<file path="src/source/mips_isa_pkg.sv">
// MIPS32 encodings for the supported integer subset only
// Instruction words are viewed through one packed union
package mips_isa_pkg;

	typedef struct packed {
		logic [5:0] op;
		logic [4:0] rs;
		logic [4:0] rt;
		logic [4:0] rd;
		logic [4:0] shamt;
		logic [5:0] funct;
	} r_form_t;

	typedef struct packed {
		logic [5:0]  op;
		logic [4:0]  rs;
		logic [4:0]  rt;
		logic [15:0] imm;
	} i_form_t;

	typedef struct packed {
		logic [5:0]  op;
		logic [25:0] target;
	} j_form_t;

	typedef union packed {
		r_form_t r;
		i_form_t i;
		j_form_t j;
	} instr_t;

	localparam logic [5:0] OP_SPECIAL = 6'h00;
	localparam logic [5:0] OP_J       = 6'h02;
	localparam logic [5:0] OP_BEQ     = 6'h04;
	localparam logic [5:0] OP_BNE     = 6'h05;
	localparam logic [5:0] OP_ADDIU   = 6'h09;
	localparam logic [5:0] OP_SLTI    = 6'h0A;
	localparam logic [5:0] OP_ANDI    = 6'h0C;
	localparam logic [5:0] OP_ORI     = 6'h0D;
	localparam logic [5:0] OP_XORI    = 6'h0E;
	localparam logic [5:0] OP_LUI     = 6'h0F;
	localparam logic [5:0] OP_LW      = 6'h23;
	localparam logic [5:0] OP_SW      = 6'h2B;

	localparam logic [5:0] FN_SLL  = 6'h00;
	localparam logic [5:0] FN_SRL  = 6'h02;
	localparam logic [5:0] FN_JR   = 6'h08;
	localparam logic [5:0] FN_ADDU = 6'h21;
	localparam logic [5:0] FN_SUBU = 6'h23;
	localparam logic [5:0] FN_AND  = 6'h24;
	localparam logic [5:0] FN_OR   = 6'h25;
	localparam logic [5:0] FN_XOR  = 6'h26;
	localparam logic [5:0] FN_SLT  = 6'h2A;
	localparam logic [5:0] FN_SLTU = 6'h2B;

	localparam logic [31:0] RESET_VECTOR = 32'hBFC00000;
	localparam logic [4:0]  REG_V0       = 5'd2;
	localparam logic [31:0] HALT_ADDRESS = 32'h00000000;

endpackage

</file>
<file path="src/source/mips_pipe_pkg.sv">
// Internal pipeline encodings, not visible on the bus
package mips_pipe_pkg;

	localparam int WORD_W = 32;
	localparam int REG_AW = 5;

	localparam logic [3:0] ALU_ADD  = 4'd0;
	localparam logic [3:0] ALU_SUB  = 4'd1;
	localparam logic [3:0] ALU_AND  = 4'd2;
	localparam logic [3:0] ALU_OR   = 4'd3;
	localparam logic [3:0] ALU_XOR  = 4'd4;
	localparam logic [3:0] ALU_SLT  = 4'd5;
	localparam logic [3:0] ALU_SLTU = 4'd6;
	localparam logic [3:0] ALU_SLL  = 4'd7;
	localparam logic [3:0] ALU_SRL  = 4'd8;
	localparam logic [3:0] ALU_LUI  = 4'd9;

	localparam logic [1:0] FWD_REG = 2'd0;
	localparam logic [1:0] FWD_MEM = 2'd1;
	localparam logic [1:0] FWD_WB  = 2'd2;

endpackage

</file>
<file path="src/source/mips_fetch.sv">
// PC and fetch/decode register, both frozen while stalled
// Branch and jump targets arrive from decode, so the next fetch is the delay slot
`timescale 1ns/1ns
module mips_fetch (
	input  logic                              clk,
	input  logic                              rst_n,
	input  logic                              advance,
	input  logic                              stall,
	input  logic                              take_target,
	input  logic [mips_pipe_pkg::WORD_W-1:0]  target,
	input  mips_isa_pkg::instr_t              fetched_instr,
	output logic [mips_pipe_pkg::WORD_W-1:0]  pc,
	output mips_isa_pkg::instr_t              dec_instr,
	output logic [mips_pipe_pkg::WORD_W-1:0]  dec_pc_plus4
);
	logic [mips_pipe_pkg::WORD_W-1:0] pc_plus4;

	assign pc_plus4 = pc + 'd4;

	always_ff @(posedge clk or negedge rst_n) begin
		if (!rst_n) begin
			pc <= mips_isa_pkg::RESET_VECTOR;
			dec_instr <= '0; // sll $0,$0,0
			dec_pc_plus4 <= '0;
		end else if (advance && !stall) begin
			pc <= take_target ? target : pc_plus4;
			dec_instr <= fetched_instr;
			dec_pc_plus4 <= pc_plus4;
		end
	end

endmodule

</file>
<file path="src/source/mips_register_file.sv">
// 32 x 32 register file, $0 hard wired to zero
// Writeback value is visible to decode in the same step
`timescale 1ns/1ns
module mips_register_file (
	input  logic                              clk,
	input  logic                              rst_n,
	input  logic                              advance,
	input  logic [mips_pipe_pkg::REG_AW-1:0]  rs,
	input  logic [mips_pipe_pkg::REG_AW-1:0]  rt,
	input  logic [mips_pipe_pkg::REG_AW-1:0]  wb_dest,
	input  logic [mips_pipe_pkg::WORD_W-1:0]  wb_value,
	input  logic                              wb_reg_write,
	output logic [mips_pipe_pkg::WORD_W-1:0]  rs_value,
	output logic [mips_pipe_pkg::WORD_W-1:0]  rt_value,
	output logic [mips_pipe_pkg::WORD_W-1:0]  register_v0
);
	logic [mips_pipe_pkg::WORD_W-1:0] regs [32];
	logic                             wb_live;

	assign wb_live = wb_reg_write && wb_dest != '0;

	always_ff @(posedge clk or negedge rst_n) begin
		if (!rst_n) begin
			for (int n = 0; n < 32; n++) regs[n] <= '0;
		end else if (advance && wb_live) begin
			regs[wb_dest] <= wb_value;
		end
	end

	// Write-through
	assign rs_value = (wb_live && wb_dest == rs) ? wb_value : regs[rs];
	assign rt_value = (wb_live && wb_dest == rt) ? wb_value : regs[rt];
	assign register_v0 = regs[mips_isa_pkg::REG_V0];

endmodule

</file>
<file path="src/source/mips_decode.sv">
// Decode stage, branches resolve here with one delay slot
// Unknown opcodes decode as NOPs
`timescale 1ns/1ns
module mips_decode (
	input  logic                              clk,
	input  logic                              rst_n,
	input  logic                              advance,
	input  logic                              stall,
	input  mips_isa_pkg::instr_t              dec_instr,
	input  logic [mips_pipe_pkg::WORD_W-1:0]  dec_pc_plus4,
	input  logic [mips_pipe_pkg::WORD_W-1:0]  mem_result,
	input  logic                              fwd_rs_mem,
	input  logic                              fwd_rt_mem,
	input  logic [mips_pipe_pkg::REG_AW-1:0]  wb_dest,
	input  logic [mips_pipe_pkg::WORD_W-1:0]  wb_value,
	input  logic                              wb_reg_write,
	output logic                              take_target,
	output logic [mips_pipe_pkg::WORD_W-1:0]  target,
	output logic [mips_pipe_pkg::REG_AW-1:0]  rs,
	output logic [mips_pipe_pkg::REG_AW-1:0]  rt,
	output logic                              dec_uses_branch,
	output logic [mips_pipe_pkg::WORD_W-1:0]  register_v0,
	output logic [3:0]                        ex_alu_op,
	output logic                              ex_use_imm,
	output logic                              ex_load,
	output logic                              ex_store,
	output logic                              ex_reg_write,
	output logic                              ex_halt,
	output logic [mips_pipe_pkg::REG_AW-1:0]  ex_dest,
	output logic [mips_pipe_pkg::REG_AW-1:0]  ex_rs,
	output logic [mips_pipe_pkg::REG_AW-1:0]  ex_rt,
	output logic [mips_pipe_pkg::WORD_W-1:0]  ex_a,
	output logic [mips_pipe_pkg::WORD_W-1:0]  ex_b,
	output logic [mips_pipe_pkg::WORD_W-1:0]  ex_imm
);
	logic [mips_pipe_pkg::WORD_W-1:0] rs_value, rt_value, cmp_a, cmp_b, imm, sext;
	logic [mips_pipe_pkg::REG_AW-1:0] dest;
	logic [3:0] alu_op;
	logic use_imm, is_load, is_store, reg_write, is_beq, is_bne, is_j, is_jr, halt;

	assign rs = dec_instr.r.rs;
	assign rt = dec_instr.r.rt;
	assign sext = {{16{dec_instr.i.imm[15]}}, dec_instr.i.imm};

	mips_register_file u_regs (
		.clk(clk), .rst_n(rst_n), .advance(advance),
		.rs(rs), .rt(rt),
		.wb_dest(wb_dest), .wb_value(wb_value), .wb_reg_write(wb_reg_write),
		.rs_value(rs_value), .rt_value(rt_value), .register_v0(register_v0)
	);

	always_comb begin
		alu_op = mips_pipe_pkg::ALU_ADD;
		use_imm = 1'b1;
		is_load = 1'b0;
		is_store = 1'b0;
		reg_write = 1'b0;
		is_beq = 1'b0;
		is_bne = 1'b0;
		is_j = 1'b0;
		is_jr = 1'b0;
		dest = dec_instr.i.rt;
		imm = sext;
		case (dec_instr.r.op)
			mips_isa_pkg::OP_SPECIAL: begin
				use_imm = 1'b0;
				reg_write = 1'b1;
				dest = dec_instr.r.rd;
				imm = {27'b0, dec_instr.r.shamt}; // Shift amount
				case (dec_instr.r.funct)
					mips_isa_pkg::FN_ADDU: alu_op = mips_pipe_pkg::ALU_ADD;
					mips_isa_pkg::FN_SUBU: alu_op = mips_pipe_pkg::ALU_SUB;
					mips_isa_pkg::FN_AND:  alu_op = mips_pipe_pkg::ALU_AND;
					mips_isa_pkg::FN_OR:   alu_op = mips_pipe_pkg::ALU_OR;
					mips_isa_pkg::FN_XOR:  alu_op = mips_pipe_pkg::ALU_XOR;
					mips_isa_pkg::FN_SLT:  alu_op = mips_pipe_pkg::ALU_SLT;
					mips_isa_pkg::FN_SLTU: alu_op = mips_pipe_pkg::ALU_SLTU;
					mips_isa_pkg::FN_SLL:  alu_op = mips_pipe_pkg::ALU_SLL;
					mips_isa_pkg::FN_SRL:  alu_op = mips_pipe_pkg::ALU_SRL;
					mips_isa_pkg::FN_JR: begin
						is_jr = 1'b1;
						reg_write = 1'b0;
					end
					default: reg_write = 1'b0;
				endcase
			end
			mips_isa_pkg::OP_ADDIU: reg_write = 1'b1;
			mips_isa_pkg::OP_SLTI: begin
				alu_op = mips_pipe_pkg::ALU_SLT;
				reg_write = 1'b1;
			end
			mips_isa_pkg::OP_ANDI, mips_isa_pkg::OP_ORI, mips_isa_pkg::OP_XORI: begin
				imm = {16'b0, dec_instr.i.imm}; // Logical ops zero extend
				reg_write = 1'b1;
				if (dec_instr.i.op == mips_isa_pkg::OP_ANDI)
					alu_op = mips_pipe_pkg::ALU_AND;
				else if (dec_instr.i.op == mips_isa_pkg::OP_ORI)
					alu_op = mips_pipe_pkg::ALU_OR;
				else
					alu_op = mips_pipe_pkg::ALU_XOR;
			end
			mips_isa_pkg::OP_LUI: begin
				alu_op = mips_pipe_pkg::ALU_LUI;
				reg_write = 1'b1;
			end
			mips_isa_pkg::OP_LW: begin
				is_load = 1'b1;
				reg_write = 1'b1;
			end
			mips_isa_pkg::OP_SW:  is_store = 1'b1;
			mips_isa_pkg::OP_BEQ: is_beq = 1'b1;
			mips_isa_pkg::OP_BNE: is_bne = 1'b1;
			mips_isa_pkg::OP_J:   is_j = 1'b1;
			default: ;
		endcase
	end

	// Compare operands, only the memory stage forwards here
	assign cmp_a = fwd_rs_mem ? mem_result : rs_value;
	assign cmp_b = fwd_rt_mem ? mem_result : rt_value;
	assign dec_uses_branch = is_beq || is_bne || is_jr;
	assign take_target = (is_beq && cmp_a == cmp_b) || (is_bne && cmp_a != cmp_b)
		|| is_j || is_jr;
	assign halt = is_jr && cmp_a == mips_isa_pkg::HALT_ADDRESS;

	always_comb begin
		if (is_jr)
			target = cmp_a;
		else if (is_j)
			target = {dec_pc_plus4[31:28], dec_instr.j.target, 2'b00};
		else
			target = dec_pc_plus4 + {sext[29:0], 2'b00};
	end

	// Stall turns the slot into a bubble
	always_ff @(posedge clk or negedge rst_n) begin
		if (!rst_n) begin
			ex_alu_op <= mips_pipe_pkg::ALU_ADD;
			ex_use_imm <= 1'b0;
			ex_load <= 1'b0;
			ex_store <= 1'b0;
			ex_reg_write <= 1'b0;
			ex_halt <= 1'b0;
		end else if (advance) begin
			ex_alu_op <= alu_op;
			ex_use_imm <= use_imm;
			ex_load <= is_load && !stall;
			ex_store <= is_store && !stall;
			ex_reg_write <= reg_write && !stall;
			ex_halt <= halt && !stall;
		end
	end

	always_ff @(posedge clk) begin
		if (advance) begin
			ex_dest <= dest;
			ex_rs <= rs;
			ex_rt <= rt;
			ex_a <= rs_value;
			ex_b <= rt_value;
			ex_imm <= imm;
		end
	end

endmodule

</file>
<file path="src/source/mips_execute.sv">
// Execute stage with forwarding from memory and writeback
// Shifts take their amount from the low five bits of ex_imm
`timescale 1ns/1ns
module mips_execute (
	input  logic                              clk,
	input  logic                              rst_n,
	input  logic                              advance,
	input  logic [3:0]                        ex_alu_op,
	input  logic                              ex_use_imm,
	input  logic                              ex_load,
	input  logic                              ex_store,
	input  logic                              ex_reg_write,
	input  logic                              ex_halt,
	input  logic [mips_pipe_pkg::REG_AW-1:0]  ex_dest,
	input  logic [mips_pipe_pkg::WORD_W-1:0]  ex_a,
	input  logic [mips_pipe_pkg::WORD_W-1:0]  ex_b,
	input  logic [mips_pipe_pkg::WORD_W-1:0]  ex_imm,
	input  logic [1:0]                        fwd_a,
	input  logic [1:0]                        fwd_b,
	input  logic [mips_pipe_pkg::WORD_W-1:0]  wb_value,
	output logic [mips_pipe_pkg::WORD_W-1:0]  mem_result,
	output logic [mips_pipe_pkg::WORD_W-1:0]  mem_store_data,
	output logic [mips_pipe_pkg::REG_AW-1:0]  mem_dest,
	output logic                              mem_load,
	output logic                              mem_store,
	output logic                              mem_reg_write,
	output logic                              mem_halt
);
	logic [mips_pipe_pkg::WORD_W-1:0] op_a, op_b, alu_b, result;

	always_comb begin
		case (fwd_a)
			mips_pipe_pkg::FWD_MEM: op_a = mem_result;
			mips_pipe_pkg::FWD_WB:  op_a = wb_value;
			default:                op_a = ex_a;
		endcase
		case (fwd_b)
			mips_pipe_pkg::FWD_MEM: op_b = mem_result;
			mips_pipe_pkg::FWD_WB:  op_b = wb_value;
			default:                op_b = ex_b;
		endcase
	end

	assign alu_b = ex_use_imm ? ex_imm : op_b;

	always_comb begin
		result = '0;
		case (ex_alu_op)
			mips_pipe_pkg::ALU_ADD:  result = op_a + alu_b;
			mips_pipe_pkg::ALU_SUB:  result = op_a - alu_b;
			mips_pipe_pkg::ALU_AND:  result = op_a & alu_b;
			mips_pipe_pkg::ALU_OR:   result = op_a | alu_b;
			mips_pipe_pkg::ALU_XOR:  result = op_a ^ alu_b;
			mips_pipe_pkg::ALU_SLT:  result[0] = $signed(op_a) < $signed(alu_b);
			mips_pipe_pkg::ALU_SLTU: result[0] = op_a < alu_b;
			mips_pipe_pkg::ALU_SLL:  result = op_b << ex_imm[4:0];
			mips_pipe_pkg::ALU_SRL:  result = op_b >> ex_imm[4:0];
			mips_pipe_pkg::ALU_LUI:  result = {alu_b[15:0], 16'b0};
			default: ;
		endcase
	end

	always_ff @(posedge clk or negedge rst_n) begin
		if (!rst_n) begin
			mem_load <= 1'b0;
			mem_store <= 1'b0;
			mem_reg_write <= 1'b0;
			mem_halt <= 1'b0;
		end else if (advance) begin
			mem_load <= ex_load;
			mem_store <= ex_store;
			mem_reg_write <= ex_reg_write;
			mem_halt <= ex_halt;
		end
	end

	always_ff @(posedge clk) begin
		if (advance) begin
			mem_result <= result;
			mem_store_data <= op_b; // Forwarded rt
			mem_dest <= ex_dest;
		end
	end

endmodule

</file>
<file path="src/source/mips_hazard.sv">
// Forwarding selects and stall decisions, purely combinational
// Register $0 is never forwarded
`timescale 1ns/1ns
module mips_hazard (
	input  logic [mips_pipe_pkg::REG_AW-1:0] rs,
	input  logic [mips_pipe_pkg::REG_AW-1:0] rt,
	input  logic                             dec_uses_branch,
	input  logic [mips_pipe_pkg::REG_AW-1:0] ex_rs,
	input  logic [mips_pipe_pkg::REG_AW-1:0] ex_rt,
	input  logic [mips_pipe_pkg::REG_AW-1:0] ex_dest,
	input  logic                             ex_load,
	input  logic                             ex_reg_write,
	input  logic [mips_pipe_pkg::REG_AW-1:0] mem_dest,
	input  logic                             mem_load,
	input  logic                             mem_reg_write,
	input  logic [mips_pipe_pkg::REG_AW-1:0] wb_dest,
	input  logic                             wb_reg_write,
	output logic                             stall,
	output logic [1:0]                       fwd_a,
	output logic [1:0]                       fwd_b,
	output logic                             fwd_rs_mem,
	output logic                             fwd_rt_mem
);
	logic ex_hits, mem_load_hits;

	function automatic logic [1:0] pick(input logic [mips_pipe_pkg::REG_AW-1:0] src);
		if (src == '0)
			pick = mips_pipe_pkg::FWD_REG;
		else if (mem_reg_write && mem_dest == src)
			pick = mips_pipe_pkg::FWD_MEM; // Nearest writer wins
		else if (wb_reg_write && wb_dest == src)
			pick = mips_pipe_pkg::FWD_WB;
		else
			pick = mips_pipe_pkg::FWD_REG;
	endfunction

	always_comb begin
		fwd_a = pick(ex_rs);
		fwd_b = pick(ex_rt);
	end

	assign fwd_rs_mem = mem_reg_write && mem_dest != '0 && mem_dest == rs;
	assign fwd_rt_mem = mem_reg_write && mem_dest != '0 && mem_dest == rt;

	assign ex_hits = ex_reg_write && ex_dest != '0 && (ex_dest == rs || ex_dest == rt);
	assign mem_load_hits = mem_load && mem_dest != '0 && (mem_dest == rs || mem_dest == rt);
	assign stall = (ex_load && ex_hits) || (dec_uses_branch && (ex_hits || mem_load_hits));

endmodule

</file>
<file path="src/source/mips_bus_sequencer.sv">
// One instruction read per step, then the data word for LW or SW
// Bus stays idle in the first cycle after reset and after halt
`timescale 1ns/1ns
module mips_bus_sequencer (
	input  logic                              clk,
	input  logic                              rst_n,
	input  logic                              waitrequest,
	input  logic [mips_pipe_pkg::WORD_W-1:0]  readdata,
	input  logic [mips_pipe_pkg::WORD_W-1:0]  pc,
	input  logic                              mem_load,
	input  logic                              mem_store,
	input  logic [mips_pipe_pkg::WORD_W-1:0]  mem_result,
	input  logic [mips_pipe_pkg::WORD_W-1:0]  mem_store_data,
	input  logic [mips_pipe_pkg::REG_AW-1:0]  mem_dest,
	input  logic                              mem_reg_write,
	input  logic                              mem_halt,
	output logic [mips_pipe_pkg::WORD_W-1:0]  address,
	output logic                              read,
	output logic                              write,
	output logic [mips_pipe_pkg::WORD_W-1:0]  writedata,
	output logic                              advance,
	output mips_isa_pkg::instr_t              fetched_instr,
	output logic [mips_pipe_pkg::WORD_W-1:0]  wb_value,
	output logic [mips_pipe_pkg::REG_AW-1:0]  wb_dest,
	output logic                              wb_reg_write,
	output logic                              active
);
	logic running, data_phase, done, need_data;
	mips_isa_pkg::instr_t instr_q; // Word held across the data access

	assign need_data = mem_load || mem_store;
	assign read = running && active && (!data_phase || mem_load);
	assign write = running && active && data_phase && mem_store;
	assign address = data_phase ? mem_result : pc;
	assign writedata = mem_store_data;
	assign done = (read || write) && !waitrequest;
	assign advance = done && (data_phase || !need_data);
	assign fetched_instr = data_phase ? instr_q : mips_isa_pkg::instr_t'(readdata);

	always_ff @(posedge clk or negedge rst_n) begin
		if (!rst_n) begin
			running <= 1'b0;
			data_phase <= 1'b0;
			wb_reg_write <= 1'b0;
			active <= 1'b1;
		end else begin
			running <= 1'b1;
			if (done)
				data_phase <= !data_phase && need_data;
			if (advance) begin
				wb_reg_write <= mem_reg_write;
				if (mem_halt) active <= 1'b0; // JR $0 enters writeback
			end
		end
	end

	always_ff @(posedge clk) begin
		if (done && !data_phase) instr_q <= readdata;
		if (advance) begin
			wb_value <= mem_load ? readdata : mem_result;
			wb_dest <= mem_dest;
		end
	end

	a_one_strobe: assert property (@(posedge clk) disable iff (!rst_n) !(read && write));
	a_aligned: assert property (@(posedge clk) disable iff (!rst_n)
		(read || write) |-> address[1:0] == 2'b00);

endmodule

</file>
<file path="src/source/mips_cpu_bus.sv">
// Five-stage MIPS32 core on one Avalon master port, word accesses only
// active falls when JR to address zero reaches writeback
`timescale 1ns/1ns
module mips_cpu_bus (
	input  logic        clk,
	input  logic        rst_n,
	input  logic        waitrequest,
	input  logic [31:0] readdata,
	output logic        active,
	output logic [31:0] register_v0,
	output logic [31:0] address,
	output logic        read,
	output logic        write,
	output logic [31:0] writedata
);
	logic [31:0] pc, target, dec_pc_plus4, ex_a, ex_b, ex_imm;
	logic [31:0] mem_result, mem_store_data, wb_value;
	logic [4:0]  rs, rt, ex_dest, ex_rs, ex_rt, mem_dest, wb_dest;
	logic [3:0]  ex_alu_op;
	logic [1:0]  fwd_a, fwd_b;
	logic advance, stall, take_target, dec_uses_branch, fwd_rs_mem, fwd_rt_mem;
	logic ex_use_imm, ex_load, ex_store, ex_reg_write, ex_halt;
	logic mem_load, mem_store, mem_reg_write, mem_halt, wb_reg_write;
	mips_isa_pkg::instr_t fetched_instr, dec_instr;

	mips_fetch u_fetch (
		.clk(clk), .rst_n(rst_n), .advance(advance), .stall(stall),
		.take_target(take_target), .target(target), .fetched_instr(fetched_instr),
		.pc(pc), .dec_instr(dec_instr), .dec_pc_plus4(dec_pc_plus4)
	);

	mips_decode u_decode (
		.clk(clk), .rst_n(rst_n), .advance(advance), .stall(stall),
		.dec_instr(dec_instr), .dec_pc_plus4(dec_pc_plus4), .mem_result(mem_result),
		.fwd_rs_mem(fwd_rs_mem), .fwd_rt_mem(fwd_rt_mem),
		.wb_dest(wb_dest), .wb_value(wb_value), .wb_reg_write(wb_reg_write),
		.take_target(take_target), .target(target), .rs(rs), .rt(rt),
		.dec_uses_branch(dec_uses_branch), .register_v0(register_v0),
		.ex_alu_op(ex_alu_op), .ex_use_imm(ex_use_imm), .ex_load(ex_load),
		.ex_store(ex_store), .ex_reg_write(ex_reg_write), .ex_halt(ex_halt),
		.ex_dest(ex_dest), .ex_rs(ex_rs), .ex_rt(ex_rt),
		.ex_a(ex_a), .ex_b(ex_b), .ex_imm(ex_imm)
	);

	mips_hazard u_hazard (
		.rs(rs), .rt(rt), .dec_uses_branch(dec_uses_branch),
		.ex_rs(ex_rs), .ex_rt(ex_rt), .ex_dest(ex_dest),
		.ex_load(ex_load), .ex_reg_write(ex_reg_write),
		.mem_dest(mem_dest), .mem_load(mem_load), .mem_reg_write(mem_reg_write),
		.wb_dest(wb_dest), .wb_reg_write(wb_reg_write),
		.stall(stall), .fwd_a(fwd_a), .fwd_b(fwd_b),
		.fwd_rs_mem(fwd_rs_mem), .fwd_rt_mem(fwd_rt_mem)
	);

	mips_execute u_execute (
		.clk(clk), .rst_n(rst_n), .advance(advance),
		.ex_alu_op(ex_alu_op), .ex_use_imm(ex_use_imm), .ex_load(ex_load),
		.ex_store(ex_store), .ex_reg_write(ex_reg_write), .ex_halt(ex_halt),
		.ex_dest(ex_dest), .ex_a(ex_a), .ex_b(ex_b), .ex_imm(ex_imm),
		.fwd_a(fwd_a), .fwd_b(fwd_b), .wb_value(wb_value),
		.mem_result(mem_result), .mem_store_data(mem_store_data), .mem_dest(mem_dest),
		.mem_load(mem_load), .mem_store(mem_store),
		.mem_reg_write(mem_reg_write), .mem_halt(mem_halt)
	);

	mips_bus_sequencer u_seq (
		.clk(clk), .rst_n(rst_n), .waitrequest(waitrequest), .readdata(readdata),
		.pc(pc), .mem_load(mem_load), .mem_store(mem_store),
		.mem_result(mem_result), .mem_store_data(mem_store_data), .mem_dest(mem_dest),
		.mem_reg_write(mem_reg_write), .mem_halt(mem_halt),
		.address(address), .read(read), .write(write), .writedata(writedata),
		.advance(advance), .fetched_instr(fetched_instr),
		.wb_value(wb_value), .wb_dest(wb_dest), .wb_reg_write(wb_reg_write),
		.active(active)
	);

endmodule

</file>
<file path="config.mk">
export PLATFORM = sky130hd
export DESIGN_NAME = mips_cpu_bus
export DESIGN_NICKNAME = d
export VERILOG_FILES = /design/src/source/mips_isa_pkg.sv /design/src/source/mips_pipe_pkg.sv /design/src/source/mips_fetch.sv /design/src/source/mips_register_file.sv /design/src/source/mips_decode.sv /design/src/source/mips_execute.sv /design/src/source/mips_hazard.sv /design/src/source/mips_bus_sequencer.sv /design/src/source/mips_cpu_bus.sv
export SDC_FILE = /design/constraint.sdc
export NUM_CORES = 2
export LEC_CHECK = 0
export BUFFER_PORTS_ARGS = -buffer_cell sky130_fd_sc_hd__buf_2
export CAP_MARGIN = 20
export CORE_ASPECT_RATIO = 0.8
export CORE_MARGIN = 2
export CORE_UTILIZATION = 55
export DETAILED_ROUTE_END_ITERATION = 16
export PLACE_DENSITY = 0.71
export SYNTH_ARGS = -nofsm -noshare
export SYNTH_HDL_FRONTEND = slang
export SYNTH_HIERARCHICAL = 1
export SYNTH_SLANG_ARGS = --single-unit
</file>
<file path="constraint.sdc">
create_clock -name clk -period 26.6 [get_ports clk]
set_clock_uncertainty 0.2 [all_clocks]
set_input_delay 5.32 -clock clk [delete_from_list [all_inputs] [get_ports clk]]
set_output_delay 5.32 -clock clk [all_outputs]
set_load 0.02 [all_outputs]
</file>
==> impl_metrics.yaml <==
grt:
  grt-ovfl-total: 0
  grt_pass1_wl_microns: 424600
  grt_max_degree: 164
  grt_antenna_before_repair: 15
  grt_use_total: 0.3750
  grt_pass1_vias: 60490
pwr:
  clockPowerShare: 0.491
  pwr-share-seq: 0.499
  p_leak_nw: 39.28
  p_int_mw: 3.332
  netSwitchingPower_mw: 0.9366
  peakVddDrop_uv: 49.05
  switching_share: 0.2194
  power_frac_comb: 0.010
  cellPowerDensity_nw_per_um2: 47.52
worst_setup_path:
  worstSetupPathType: "in -> async"
  crit_slowest_cell: "buf_4"
  arrival_ns: 10.09
  cp_cell_sequence: "buf_8 -> buf_4 -> buf_4 -> buf_4 -> buf_4 -> buf_4"
  cp_data_required_time_ns: 27.28
  slowest_delay_ns: 0.89
  crit_top_cell: "buf_4"
  crit_path_end_kind: "async pin"
  cp_max_fo: 105
  start_kind: "input pin"
synthesis:
  synth_top_area_cell: "dfrtp_1"
  netlist_instances: 6748
  synth_nets: 6916
  yosys_register_bits: 1371
  synth-seq-area-share: 0.4241
  syn_avg_cell_area_sq_um: 12.40
  syn-cell-area_sq_um: 83680
  synth.area.top_cells: "dfrtp_1 (34%), mux2_2 (15%), mux4_2 (15%)"
  ys.warnings.count: 6
  synth_edf_count: 234
  synth-async-reset-ratio: 0.8293
  synth_cell_types: 113
  synthFlopType: "dfrtp_1"
  synth_top_cell_area_share: 0.3370
cells_and_area:
  largest_register_ffs: 992
  instances_no_fill: 8656
  nets: 6690
  drive_above_1_share: 0.3556
  final_util: 0.5922
  max_flop_register: "u_decode/u_regs/regs"
  nFillCells: 11960
  syn2layout_area_growth_pct: 7.329
  final_common_cell: "dfrtp_1"
  final_cell_mix: "dfrtp_1 (1121), mux2_2 (1116), mux4_2 (541)"
clock_network:
  postCtsSetupBuffers: 0
  cts_tree: "yes"
  cts_sinks: 1371
  cts_max_level: 4
  cts_root_buffer: "clkbuf_16"
  max-clock-path-buffers: 3
  ctsResizeCount: 0
  clock_latency_ns: 0.80
  numCtsBuffers: 144
  clkTransAtPathRegs_ns: 0.06
  cts_hold_buf: 0
timing:
  fin_crit_sh: 0.3537
  finalHoldViolCount: 0
  fmax_ghz: 0.1063
  post-route-min-period_ns: 9.408
  drv_slew: 0
  max_slew_margin: 0.1563
  tns_ns: 0
  worst_slew_pin_slew_ns: 1.230
  rsz0062_at_grt: "false"
  setup_violations: 0
placed_design:
  io_buffer_count: 133
  gp_congestion: 1.007
  place_inst: 8381
  hpwl_microns: 189500
floorplan:
  die_y_microns: 352.9
  coreArea_sq_um: 151700
  pin_count: 134
  die_x_microns: 440.1
  start_util: 0.5518
  num_rows: 128
  die-area_sq_um: 155300
route:
  avgRoutedWirePerCell_microns: 34.08
  drt-total-wl_microns: 295000
  first_iter_violations: 9283
  routed_via_density: 7.244
  drt_pre_antenna_iters: 6
  dr_total_vias: 62710
  ant_nets: 0
  drc: 0
hold_path:
  timing.hold.worst.class: "reg -> reg"
flow_run:
  maxCapViolations: 0
outcome:
  status: "complete, no violations"
[power by group through the flow]
stage	clock network (mW)	registers [mW]	logic (mW)
2_1_floorplan	0	2.17	0.00236
5_1_grt	2.20	2.13	0.0514
3_5_place_dp	0	2.17	0.0457
6_report	2.09	2.13	0.0442
4_1_cts	2.11	2.13	0.0459
3_3_place_gp	0	2.17	0.0449
[synth_stat cells, types with 33 or more instances]
cell,number
dfrtp_1,1127
mux2_2,1116
mux4_2,541
nand2_1,417
clkbuf_1,310
o22ai_1,286
edfxtp_1,234
nor2_1,230
o21ai_0,189
buf_2,181
a21oi_1,171
inv_1,170
ha_1,130
buf_4,123
mux2i_1,122
xnor2_1,100
nand3_1,90
or4_1,76
nor3_1,73
o21ai_1,63
xor2_1,63
a22oi_1,61
buf_1,52
buf_6,41
nand4_1,41
nor4_1,39
o21a_1,39
a21o_1,36
a211oi_1,35
a22o_1,34
a221oi_1,33
a31oi_1,33
[worst paths after layout]
path | startpoint | to | slack [ns] | depth (start not counted)
worst max-delay path | rst_n | u_decode/u_regs/regs[573] | 17.19 | 6
worst min-delay path | u_decode/u_regs/regs[1008] | u_decode/u_regs/regs[1008] | 0.19 | 0
worst min register to register | u_decode/u_regs/regs[1008] | u_decode/u_regs/regs[1008] | 0.19 | 0
worst max register to register | u_fetch/dec_instr[21] | u_fetch/pc[13] | 17.59 | 21
max in group clk | u_fetch/dec_instr[21] | u_fetch/pc[13] | 17.59 | 21
min in group asynchronous | rst_n | u_decode/u_regs/regs[681] | 4.35 | 1
[cell families (layout without fill, tap and decap cells)]
logic type,Yosys count,after routing,share of synthesized area
multiplexers,1807,1807,0.3188
flip-flops,1371,1371,0.4241
AO/OA/AOI/OAI,1208,1208,0.09535
AND/OR/NAND/NOR,1166,1166,0.06930
buffers and inverters,899,787,0.05516
XOR/XNOR,163,163,0.01706
adder cells (fa/ha/maj),133,133,0.02015
other,1,6,0.00004481
[worst max-delay path, delay by kind of cell]
kind / cells / cell delay (ns)
buf+inv: 6 / 4.43
[through the flow]
step	setup WS [ns]	instance area [sq um]	total power, mW	hold WS, ns
after floorplan	13.05	83680	2.172	0.1913
after global placement	16.25	84830	2.214	0.1734
after detailed placement	16.13	84840	2.215	0.1833
after CTS	16.97	89640	4.289	0.1948
after global routing	16.41	89810	4.378	0.2055
final	17.19	89820	4.268	0.1949
[per-layer routing]
layer  part of all wire  track usage
met5            0.00018     0.001217
met4              0.051       0.1693
met3               0.13       0.1327
met2               0.42       0.5158
met1               0.40       0.5331
[final cells by class]
class | count | area, sq um | area share
Inverter | 174 | 653.1 | 0.007272
Tap cell | 2015 | 2521 | 0.02807
Antenna cell | 5 | 12.51 | 0.0001393
Clock buffer | 206 | 4172 | 0.04644
Timing Repair Buffer | 353 | 2477 | 0.02758
Multi-Input combinational cell | 4478 | 43840 | 0.4881
Sequential cell | 1371 | 35510 | 0.3954
Clock inverter | 54 | 626.9 | 0.006979
Power figures use the tool's default switching activity.
